$ cat config.mk
export PLATFORM = sky130hd
export DESIGN_NAME = csr_subsys_top
export DESIGN_NICKNAME = d
export VERILOG_FILES = /design/src/rtl/csr_pkg.sv /design/src/rtl/csr_subsys_top.sv /design/src/rtl/csr_issue_queue.sv /design/src/rtl/csr_unit.sv /design/src/rtl/wb_arbiter.sv /design/src/rtl/preg_file.sv
export SDC_FILE = /design/constraint.sdc
export NUM_CORES = 2
export LEC_CHECK = 0
export BUFFER_PORTS_ARGS = -buffer_cell sky130_fd_sc_hd__clkbuf_2
export CORE_MARGIN = 4
export CORE_UTILIZATION = 47
export DETAILED_ROUTE_END_ITERATION = 10
export PLACE_DENSITY_LB_ADDON = 0.3
export SETUP_SLACK_MARGIN = 0.1
export SLEW_MARGIN = 20
export SYNTH_ARGS = -nofsm -noshare
export SYNTH_HDL_FRONTEND = slang
export SYNTH_SLANG_ARGS = --single-unit
export TNS_END_PERCENT = 1
$ cat constraint.sdc
create_clock -name clk -period 55.9 [get_ports clk]
set_input_delay 5.59 -clock clk [delete_from_list [all_inputs] [get_ports clk]]
set_output_delay 5.59 -clock clk [all_outputs]
set_load 0.02 [all_outputs]
$ cat src/rtl/csr_pkg.sv
package csr_pkg;

    // --------------------------------------------------
    // Sizes.
    // --------------------------------------------------
    localparam int IQ_SIZE    = 8;
    localparam int IQ_WIDTH   = 3;
    localparam int PREG_NUM   = 32;
    localparam int XLEN       = 32;
    localparam int CSR_NUM    = 8;
    localparam int PREG_WIDTH = $clog2(PREG_NUM);
    localparam int CSR_WIDTH  = $clog2(CSR_NUM);
    localparam int ROB_WIDTH  = 6;                 // Wrap bit plus 5 slot bits.

    // --------------------------------------------------
    // Vector types.
    // --------------------------------------------------
    typedef logic [PREG_WIDTH-1:0] preg_t;
    typedef logic [ROB_WIDTH-1:0]  rob_idx_t;
    typedef logic [CSR_WIDTH-1:0]  csr_addr_t;
    typedef logic [XLEN-1:0]       xlen_t;

    typedef enum logic [1:0] {
        csr_rw,
        csr_rs,
        csr_rc
    } csr_op_e;

    // --------------------------------------------------
    // Bundles.
    // --------------------------------------------------
    typedef struct packed {
        csr_op_e   op;
        csr_addr_t csr;
        preg_t     rs1;
        preg_t     rd;
    } csr_bundle_t;

    typedef struct packed {
        csr_op_e   op;
        csr_addr_t csr;
        preg_t     rd;
        rob_idx_t  rob_idx;
        xlen_t     rs1_val;                        // Operand read at select.
    } csr_issue_t;

    typedef struct packed {
        logic  valid;
        preg_t preg;
        xlen_t data;
    } wb_req_t;

    // True when a is older than b in the reorder buffer.
    function automatic logic rob_older(input rob_idx_t a, input rob_idx_t b);
        if (a[ROB_WIDTH-1] == b[ROB_WIDTH-1]) begin
            return a[ROB_WIDTH-2:0] < b[ROB_WIDTH-2:0];
        end
        // Different laps, so the larger slot was allocated first.
        return a[ROB_WIDTH-2:0] > b[ROB_WIDTH-2:0];
    endfunction

endpackage
$ cat src/rtl/csr_subsys_top.sv
`timescale 1ns/1ps

module csr_subsys_top (
    input  logic                 clk,
    input  logic                 rst,
    input  logic                 dispatch_en,
    input  csr_pkg::csr_bundle_t dispatch_bundle,
    input  csr_pkg::rob_idx_t    dispatch_rob_idx,
    output logic                 dispatch_full,
    input  csr_pkg::rob_idx_t    commit_rob_idx,
    input  logic                 redirect,
    input  csr_pkg::rob_idx_t    redirect_rob_idx,
    input  csr_pkg::wb_req_t     ext_wb,
    output logic                 ext_grant,
    output csr_pkg::wb_req_t     prf_wr
);

    csr_pkg::preg_t      rd_preg;
    csr_pkg::xlen_t      rd_data;
    logic                csr_ready;
    logic                issue_valid;
    csr_pkg::csr_issue_t issue;
    csr_pkg::wb_req_t    csr_wb;
    logic                csr_grant;

    csr_issue_queue i_iq (
        .clk              (clk),
        .rst              (rst),
        .dispatch_en      (dispatch_en),
        .dispatch_bundle  (dispatch_bundle),
        .dispatch_rob_idx (dispatch_rob_idx),
        .dispatch_full    (dispatch_full),
        .commit_rob_idx   (commit_rob_idx),
        .redirect         (redirect),
        .redirect_rob_idx (redirect_rob_idx),
        .rd_preg          (rd_preg),
        .rd_data          (rd_data),
        .csr_ready        (csr_ready),
        .issue_valid      (issue_valid),
        .issue            (issue)
    );

    preg_file i_prf (
        .clk     (clk),
        .rst     (rst),
        .rd_preg (rd_preg),
        .rd_data (rd_data),
        .wr      (prf_wr)
    );

    csr_unit i_csr (
        .clk         (clk),
        .rst         (rst),
        .issue_valid (issue_valid),
        .issue       (issue),
        .csr_ready   (csr_ready),
        .wb          (csr_wb),
        .grant       (csr_grant)
    );

    wb_arbiter i_arb (
        .ext       (ext_wb),
        .csr       (csr_wb),
        .ext_grant (ext_grant),
        .csr_grant (csr_grant),
        .wr        (prf_wr)
    );

endmodule

$ cat src/rtl/csr_issue_queue.sv
`timescale 1ns/1ps

module csr_issue_queue (
    input  logic                 clk,
    input  logic                 rst,
    input  logic                 dispatch_en,
    input  csr_pkg::csr_bundle_t dispatch_bundle,
    input  csr_pkg::rob_idx_t    dispatch_rob_idx,
    output logic                 dispatch_full,
    input  csr_pkg::rob_idx_t    commit_rob_idx,
    input  logic                 redirect,
    input  csr_pkg::rob_idx_t    redirect_rob_idx,
    output csr_pkg::preg_t       rd_preg,
    input  csr_pkg::xlen_t       rd_data,
    input  logic                 csr_ready,
    output logic                 issue_valid,
    output csr_pkg::csr_issue_t  issue
);

    typedef struct packed {
        csr_pkg::csr_bundle_t bundle;
        csr_pkg::rob_idx_t    rob_idx;
    } iq_entry_t;

    iq_entry_t                    entries [csr_pkg::IQ_SIZE];
    logic [csr_pkg::IQ_SIZE-1:0]  dir_tbl;     // Tail direction at each enqueue.
    logic [csr_pkg::IQ_WIDTH-1:0] head, tail;
    logic [csr_pkg::IQ_WIDTH-1:0] head_n, tail_n;
    logic                         hdir, tdir;
    logic [csr_pkg::IQ_WIDTH:0]   count;
    logic                         empty, full;
    logic                         enqueue, select;
    logic                         s1_valid, s2_valid;
    csr_pkg::csr_issue_t          s1_op, s2_op;
    logic                         any_keep;
    logic [csr_pkg::IQ_WIDTH-1:0] last_keep, keep_n;

    assign head_n = head + 1'b1;
    assign tail_n = tail + 1'b1;
    assign count  = {tdir, tail} - {hdir, head};
    assign empty  = (head == tail) && (hdir == tdir);
    assign full   = (head == tail) && (hdir != tdir);

    assign dispatch_full = full;
    assign enqueue       = dispatch_en && !full && !redirect;

    // --------------------------------------------------
    // Select against commit and read rs1.
    // --------------------------------------------------
    // The two pipeline valids cover the gap before the unit goes busy.
    assign select = !empty && (entries[head].rob_idx == commit_rob_idx) && !redirect &&
                    csr_ready && !s1_valid && !s2_valid;

    assign rd_preg = entries[head].bundle.rs1;

    always_ff @(posedge clk) begin
        if (enqueue) begin
            entries[tail] <= '{bundle: dispatch_bundle, rob_idx: dispatch_rob_idx};
        end
    end

    // --------------------------------------------------
    // Redirect recovery.
    // --------------------------------------------------
    // Walk from head while entries survive the redirect.
    always_comb begin
        logic [csr_pkg::IQ_WIDTH-1:0] slot;
        logic                         run;
        run       = 1'b1;
        any_keep  = 1'b0;
        last_keep = head;
        for (int k = 0; k < csr_pkg::IQ_SIZE; k++) begin
            slot = head + k[csr_pkg::IQ_WIDTH-1:0];
            if (run && (k < count) &&
                !csr_pkg::rob_older(redirect_rob_idx, entries[slot].rob_idx)) begin
                any_keep  = 1'b1;
                last_keep = slot;
            end
            else begin
                run = 1'b0;
            end
        end
    end

    assign keep_n = last_keep + 1'b1;

    always_ff @(posedge clk or posedge rst) begin
        if (rst) begin
            head    <= '0;
            tail    <= '0;
            hdir    <= 1'b0;
            tdir    <= 1'b0;
            dir_tbl <= '0;
        end
        else begin
            if (redirect) begin
                if (!any_keep) begin
                    tail <= head;                   // Nothing survives.
                    tdir <= hdir;
                end
                else begin
                    tail <= keep_n;
                    tdir <= (keep_n == '0) ? ~dir_tbl[last_keep] : dir_tbl[last_keep];
                end
            end
            else if (enqueue) begin
                tail          <= tail_n;
                dir_tbl[tail] <= tdir;
                if (tail_n == '0) begin
                    tdir <= ~tdir;
                end
            end

            if (select) begin
                head <= head_n;
                if (head_n == '0) begin
                    hdir <= ~hdir;
                end
            end
        end
    end

    // --------------------------------------------------
    // Issue pipeline.
    // --------------------------------------------------
    always_ff @(posedge clk or posedge rst) begin
        if (rst) begin
            s1_valid <= 1'b0;
            s2_valid <= 1'b0;
        end
        else begin
            s1_valid <= select;
            s2_valid <= s1_valid &&
                        !(redirect && csr_pkg::rob_older(redirect_rob_idx, s1_op.rob_idx));
        end
    end

    always_ff @(posedge clk) begin
        if (select) begin
            s1_op <= '{op:      entries[head].bundle.op,
                       csr:     entries[head].bundle.csr,
                       rd:      entries[head].bundle.rd,
                       rob_idx: entries[head].rob_idx,
                       rs1_val: rd_data};
        end
        s2_op <= s1_op;
    end

    assign issue_valid = s2_valid;
    assign issue       = s2_op;

endmodule

$ cat src/rtl/csr_unit.sv
`timescale 1ns/1ps

module csr_unit (
    input  logic                clk,
    input  logic                rst,
    input  logic                issue_valid,
    input  csr_pkg::csr_issue_t issue,
    output logic                csr_ready,
    output csr_pkg::wb_req_t    wb,
    input  logic                grant
);

    csr_pkg::xlen_t csrs [csr_pkg::CSR_NUM];
    csr_pkg::xlen_t old_val, new_val;
    logic           busy;
    csr_pkg::preg_t wb_preg;
    csr_pkg::xlen_t wb_data;

    // --------------------------------------------------
    // Read-modify-write.
    // --------------------------------------------------
    assign old_val = csrs[issue.csr];

    always_comb begin
        case (issue.op)
            csr_pkg::csr_rw: new_val = issue.rs1_val;
            csr_pkg::csr_rs: new_val = old_val | issue.rs1_val;
            csr_pkg::csr_rc: new_val = old_val & ~issue.rs1_val;
            default:         new_val = old_val;
        endcase
    end

    always_ff @(posedge clk or posedge rst) begin
        if (rst) begin
            csrs <= '{default: '0};
        end
        else if (issue_valid) begin
            csrs[issue.csr] <= new_val;
        end
    end

    // --------------------------------------------------
    // Writeback hold.
    // --------------------------------------------------
    // Busy from issue until the write port is granted.
    always_ff @(posedge clk or posedge rst) begin
        if (rst) begin
            busy <= 1'b0;
        end
        else if (issue_valid) begin
            busy <= 1'b1;
        end
        else if (grant) begin
            busy <= 1'b0;
        end
    end

    always_ff @(posedge clk) begin
        if (issue_valid) begin
            wb_preg <= issue.rd;
            wb_data <= old_val;                 // Old CSR value goes to rd.
        end
    end

    assign wb        = '{valid: busy, preg: wb_preg, data: wb_data};
    assign csr_ready = !busy;

endmodule

$ cat src/rtl/wb_arbiter.sv
`timescale 1ns/1ps

module wb_arbiter (
    input  csr_pkg::wb_req_t ext,
    input  csr_pkg::wb_req_t csr,
    output logic             ext_grant,
    output logic             csr_grant,
    output csr_pkg::wb_req_t wr
);

    // External writeback always wins.
    assign ext_grant = ext.valid;
    assign csr_grant = csr.valid && !ext.valid;

    always_comb begin
        if (ext_grant) begin
            wr = ext;
        end
        else begin
            wr = csr;                           // Idle port when csr.valid is low.
        end
    end

endmodule

$ cat src/rtl/preg_file.sv
`timescale 1ns/1ps

module preg_file (
    input  logic             clk,
    input  logic             rst,
    input  csr_pkg::preg_t   rd_preg,
    output csr_pkg::xlen_t   rd_data,
    input  csr_pkg::wb_req_t wr
);

    csr_pkg::xlen_t regs [csr_pkg::PREG_NUM];

    // Same-cycle write is not forwarded; the read sees the old word.
    assign rd_data = regs[rd_preg];

    always_ff @(posedge clk or posedge rst) begin
        if (rst) begin
            regs <= '{default: '0};
        end
        else if (wr.valid) begin
            regs[wr.preg] <= wr.data;
        end
    end

endmodule

**After elaboration in Yosys (flattened, before gate mapping)**

Memories as Yosys holds them, arrays and structs flattened.
Cells that the tools add are included.

- Memories kept: 1
- Logic and storage cells: 264
- Input port bits: 75
- Bits in writable memories: 168
- Bits in registers: 1,426
- Output and inout port bits: 40

- Add/subtract/negate cells: 10
- Reduce and logical (&&, ||, !) cells: 56
- Multiplexer cells: 79
- Bitwise logic cells: 10
- Equal/unequal tests: 15
- Order comparisons: 34

Memory list:

| name | words | width | read ports | clocked after memory_dff | write ports | RTL line | text |
|---|---|---|---|---|---|---|---|
| i_iq.entries | 8 | 21 | 8 | 0 | 1 | csr_issue_queue.sv:25 | `iq_entry_t entries [csr_pkg::IQ_SIZE];` |

Operators with widths:

| operator | count |
|---|---|
| 1024-bit bitwise mux | 1 |
| 256-bit bitwise mux | 1 |
| 32-bit two-way mux | 6 |
| 32-bit binary-select mux with 5-bit select | 1 |
| 32-bit demux with 5-bit select | 1 |
| 32-bit binary-select mux with 3-bit select | 1 |
| 32-bit demux with 3-bit select | 1 |
| 32-bit one-hot mux with 3 select lines | 1 |
| 1-bit two-way mux | 52 |
| 5-bit > comparator | 9 |
| 5-bit < comparator | 9 |
| 38-bit two-way mux | 1 |
| 32-bit bitwise AND | 1 |
| 32-bit NOT | 1 |
| 32-bit bitwise OR | 1 |
| 1-bit logical AND | 30 |
| 3-bit two-way mux | 10 |
| 1-bit logical NOT | 16 |
| 3-bit by 4-bit < comparator with 1-bit output (first input constant) | 4 |
| 3-bit adder (second input constant) | 4 |
| 6-bit greater-or-equal comparator (second input constant) | 2 |
| 5-bit NOT with 6-bit output | 2 |
| 1-bit equality test | 10 |
| 3-bit by 1-bit adder with 3-bit output (second input constant) | 3 |
| other kinds (23) | 36 |

**Longest topological paths before layout**

An unclocked memory read counts as a cell.

- Depth in word-level cells: 34
- Mapped depth: 27

**By module**

Synthesis repeated with hierarchy kept, for this count alone.

- Cells, all modules: 5,826
- Area, all modules: 76,153.0 um^2

Modules (own cells, without submodules):

| module | cells an instance | area each (um^2) | instances |
|---|---|---|---|
| preg_file | 3,448 | 47,484.3 | 1 |
| csr_unit | 1,484 | 15,023.2 | 1 |
| csr_issue_queue | 850 | 13,141.4 | 1 |
| wb_arbiter | 44 | 504.2 | 1 |

**Least setup slack after synthesis**

No wires, ideal clock.

- Path kind: input -> output
- Start point: input port ext_wb[37] (netlist bit)
- End point: output port prf_wr[10] (netlist bit)
- Stages: 5
- Required time: 50.310 ns
- Slack: 43.028 ns
- Arrival time: 7.282 ns
- Cell sequence: buf_1 buf_1 mux2i_1 clkbuf_1 inv_1

RTL lines:

| item | RTL line | text |
|---|---|---|
| start, declared | csr_subsys_top.sv:13 | `input csr_pkg::wb_req_t ext_wb,` |
| end, declared | csr_subsys_top.sv:15 | `output csr_pkg::wb_req_t prf_wr` |

==> out/results.tsv <==
stage	metric	value	unit
clock_network	CTS Root Buffer Type	clkbuf_16	
finish	layout cell share with drive strength beyond 1	0.104	
clock_network	clock sinks	1594	
global_routing	GRT overflow	0	
routing	ANT nets after route	0	
finish	fin nets	7137	
floorplanning	row count	142	
synthesis	post-synthesis sequential area ratio	0.572	
placed_design	DP HPWL	114	mm
synthesis	Post-synth EDFFs	253	
setup_path	Worst Setup SP	ext_wb[37]	
sta	Max transition margin	0.249	
power_and_ir_drop	PwrDens	55.2	nW/um^2
power_and_ir_drop	Pint	2690	uW
sta	clock period minus worst slack	14.32	ns
floorplanning	Initial Util	0.475	
routing	WL final	210	mm
floorplanning	height of the die	398	um
global_routing	initial antenna violation count	6	
power_and_ir_drop	switching share of power	0.386	
sta	Fmax achieved	0.0698	GHz
sta	RSZ-0062 raised after global routing	false	
clock_network	cts bufs inserted	163	
run	max_cap viols	0	
sta	Slew Limit Fails	0	
setup_path	Crit Path Max Fanout	33	
clock_network	post-cts resize count	0	
synthesis	Synth Warn #	0	
setup_path	Slowest cell on crit path	mux2i_4	
routing	per-cell routed wire length	22.9	um
power_and_ir_drop	Clock power frac	0.247	
synthesis	Yosys top cell by area	dfrtp_1	
clock_network	Post-CTS Setup Bufs	0	
setup_path	worst path bufs/invs	5	
placed_design	placed instance count	8854	
power_and_ir_drop	overall power	4370	uW
placed_design	# port buffers	114	
global_routing	vias in the first global route	51930	
synthesis	top cells by area, synth	dfrtp_1 (45%), edfxtp_1 (11%), nand2_1 (7.4%)	
clock_network	clock latency at the later pin of the worst-skew pair	0.80	ns
power_and_ir_drop	NetSw	1690	uW
setup_path	worst r2r src	i_iq.head[0]	
sta	# setup viols final	0	
finish	Area Growth Syn to Fin	10.6	%
setup_path	Crit Path Class	input port to primary output	
power_and_ir_drop	sequential share of power	0.357	
clock_network	TritonCTS clock tree	built	
synthesis	Cells after Synth	7244	
global_routing	first-pass GRT wire length	322	mm
power_and_ir_drop	static leakage	0.0335	uW
finish	fin cells	9165	
synthesis	Synth async-reset ratio	0.815	
synthesis	Primary FF master, synth	dfrtp_1	
synthesis	net count after synthesis	7376	
routing	drt drc	0	
setup_path	Top Family by Delay on Critical Path	buffers and inverters	
routing	vias per cell	5.90	
floorplanning	io pins	115	
hold_path	critical hold path startpoint	i_iq.s1_op[14]	
setup_path	worst path arrival time	8.73	ns
placed_design	RD Place Congestion	0.824	
floorplanning	die width	398	um
power_and_ir_drop	Worst VDD drop	0.0000629	V
clock_network	H-tree depth	4	
setup_path	Crit path top cell by count	buf_4	
sta	Worst-Margin Slew	1.13	ns
setup_path	startpoint types	input port	
routing	Iter 0 DRT Violations	4727	
run_status	status	completed	
setup_path	Critical Path RT	50.31	ns
sta	Final Hold Vio Count	0	
synthesis	post-synthesis cell area	71600	um^2
synthesis	area fraction of the dominant cell type after synthesis	0.454	
sta	Tcrit/Tclk final	0.256	
finish	commonest non-fill, non-tap cell in the layout	nand2_1	
clock_network	# hold bufs at CTS	0	
sta	sum of negative setup slack	0	ns
setup_path	CP max stage delay	0.91	ns
routing	first-pass iteration count of the detailed router	6	
synthesis	flop and latch count out of synthesis	1594	
synthesis	syn_area_per_cell	9.88	um^2
power_and_ir_drop	Combinational Power Share	0.396	
global_routing	Total GRT Usage	0.265	
floorplanning	die area	159000	um^2
synthesis	synth unique cells	72	
setup_path	CP endpoint kind	primary output	
global_routing	largest net degree at the start of global routing	186	
setup_path	worst path cell trace	buf_4 > buf_4 > buf_4 > mux2i_4 > inv_1 > clkbuf_2	
clock_network	clk slew on worst S/H paths	0.06	ns
floorplanning	Core Area	151000	um^2
hold_path	Hold Crit Class	flip-flop to flip-flop	
clock_network	Longest Clk Path Bufs	3	
sta	skew final	0.0325	ns
routing	Via Count	54041	
finish	commonest cells after routing, fill and taps aside	nand2_1 (1,389), dfrtp_1 (1,295), o21ai_0 (794)	
==> state kept, by name, indices dropped and copies added (netlist names), 3 cells and up <==
signal / cells
i_csr.csrs: 256
i_csr.wb_data: 32
i_csr.wb_preg: 5
i_iq.dir_tbl: 8
i_iq.entries: 168
i_iq.head: 3
i_iq.issue: 42
i_iq.s1_op: 48
i_iq.tail: 3
i_prf.regs: 1024
==> per-layer routing <==
metal,routed length (um),up-vias,GRT usage
met5,0,-,0
met3,13700,366,0.0396
li1,-,24942,-
met4,7240,0,0.0904
met2,99300,1838,0.431
met1,89400,26895,0.366
==> power groups by stage <==
stage | sequential (uW) | combinational (uW) | clock (uW)
finish | 1560 | 1730 | 1080
global route | 1590 | 1910 | 1150
CTS | 1560 | 1720 | 1100
detailed placement | 1580 | 1710 | 0
global placement | 1570 | 1680 | 0
floorplan | 1550 | 1310 | 0
==> stage by stage <==
step	worst slack [ns]	cell area [um^2]	hold WS, ns	utilization
after floorplan	13.70	71600	0.323	-
after global routing	41.48	79200	0.345	0.526
after CTS	41.65	79100	0.336	0.525
after global placement	41.70	73800	0.325	0.490
after detailed placement	41.66	73800	0.327	0.490
final	41.58	79200	0.333	0.526
==> Yosys cell counts, types with 12 or more instances <==
library cell and count:
nand2_1 1409, dfrtp_1 1299, o21ai_0 794, a21oi_1 646, clkbuf_1 595, nor2_1 578, a211oi_1 356, and2_1 263
edfxtp_1 253, a311oi_1 131, a31oi_1 129, mux2i_1 120, mux4_2 82, mux2_2 61, inv_1 57, ha_1 56
a22oi_1 55, dfxtp_1 42, a21o_1 40, buf_1 36, o21bai_1 33, a221oi_1 18, nand3_1 17, and3_1 16
o221ai_1 16, xnor2_1 16, nor3_1 15, nor2b_1 12
==> cell type report <==
class,instances,area [um^2]
clock buffers,262,4920
fillers,13419,71500
well taps,2016,2520
repair buffers,238,1560
inverters,61,236
diodes,2,5.00
flip-flops and latches,1594,41000
clock inverters,45,394
multi-input cells,4947,28600
==> worst paths after layout <==
path	depth (start not counted)	slack, ns	to
worst max-delay path	6	41.58	prf_wr[10]
worst min-delay path	0	0.33	i_iq.issue[14]
worst max register to register	18	49.76	i_iq.tdir
worst min register to register	0	0.33	i_iq.issue[14]
max in group asynchronous	7	46.75	i_prf.regs[737]
min in group asynchronous	2	4.77	i_prf.regs[788]
==> cells by family after synthesis <==
logic type | after synthesis | share of synthesized area
flops | 1594 | 0.572
buf+inv | 703 | 0.0375
compound gates | 2265 | 0.189
fa+ha+maj | 57 | 0.0101
mux | 268 | 0.0534
xor+xnor | 23 | 0.00334
simple gates | 2334 | 0.134
Note: power is estimated with default switching activity, not from simulation.
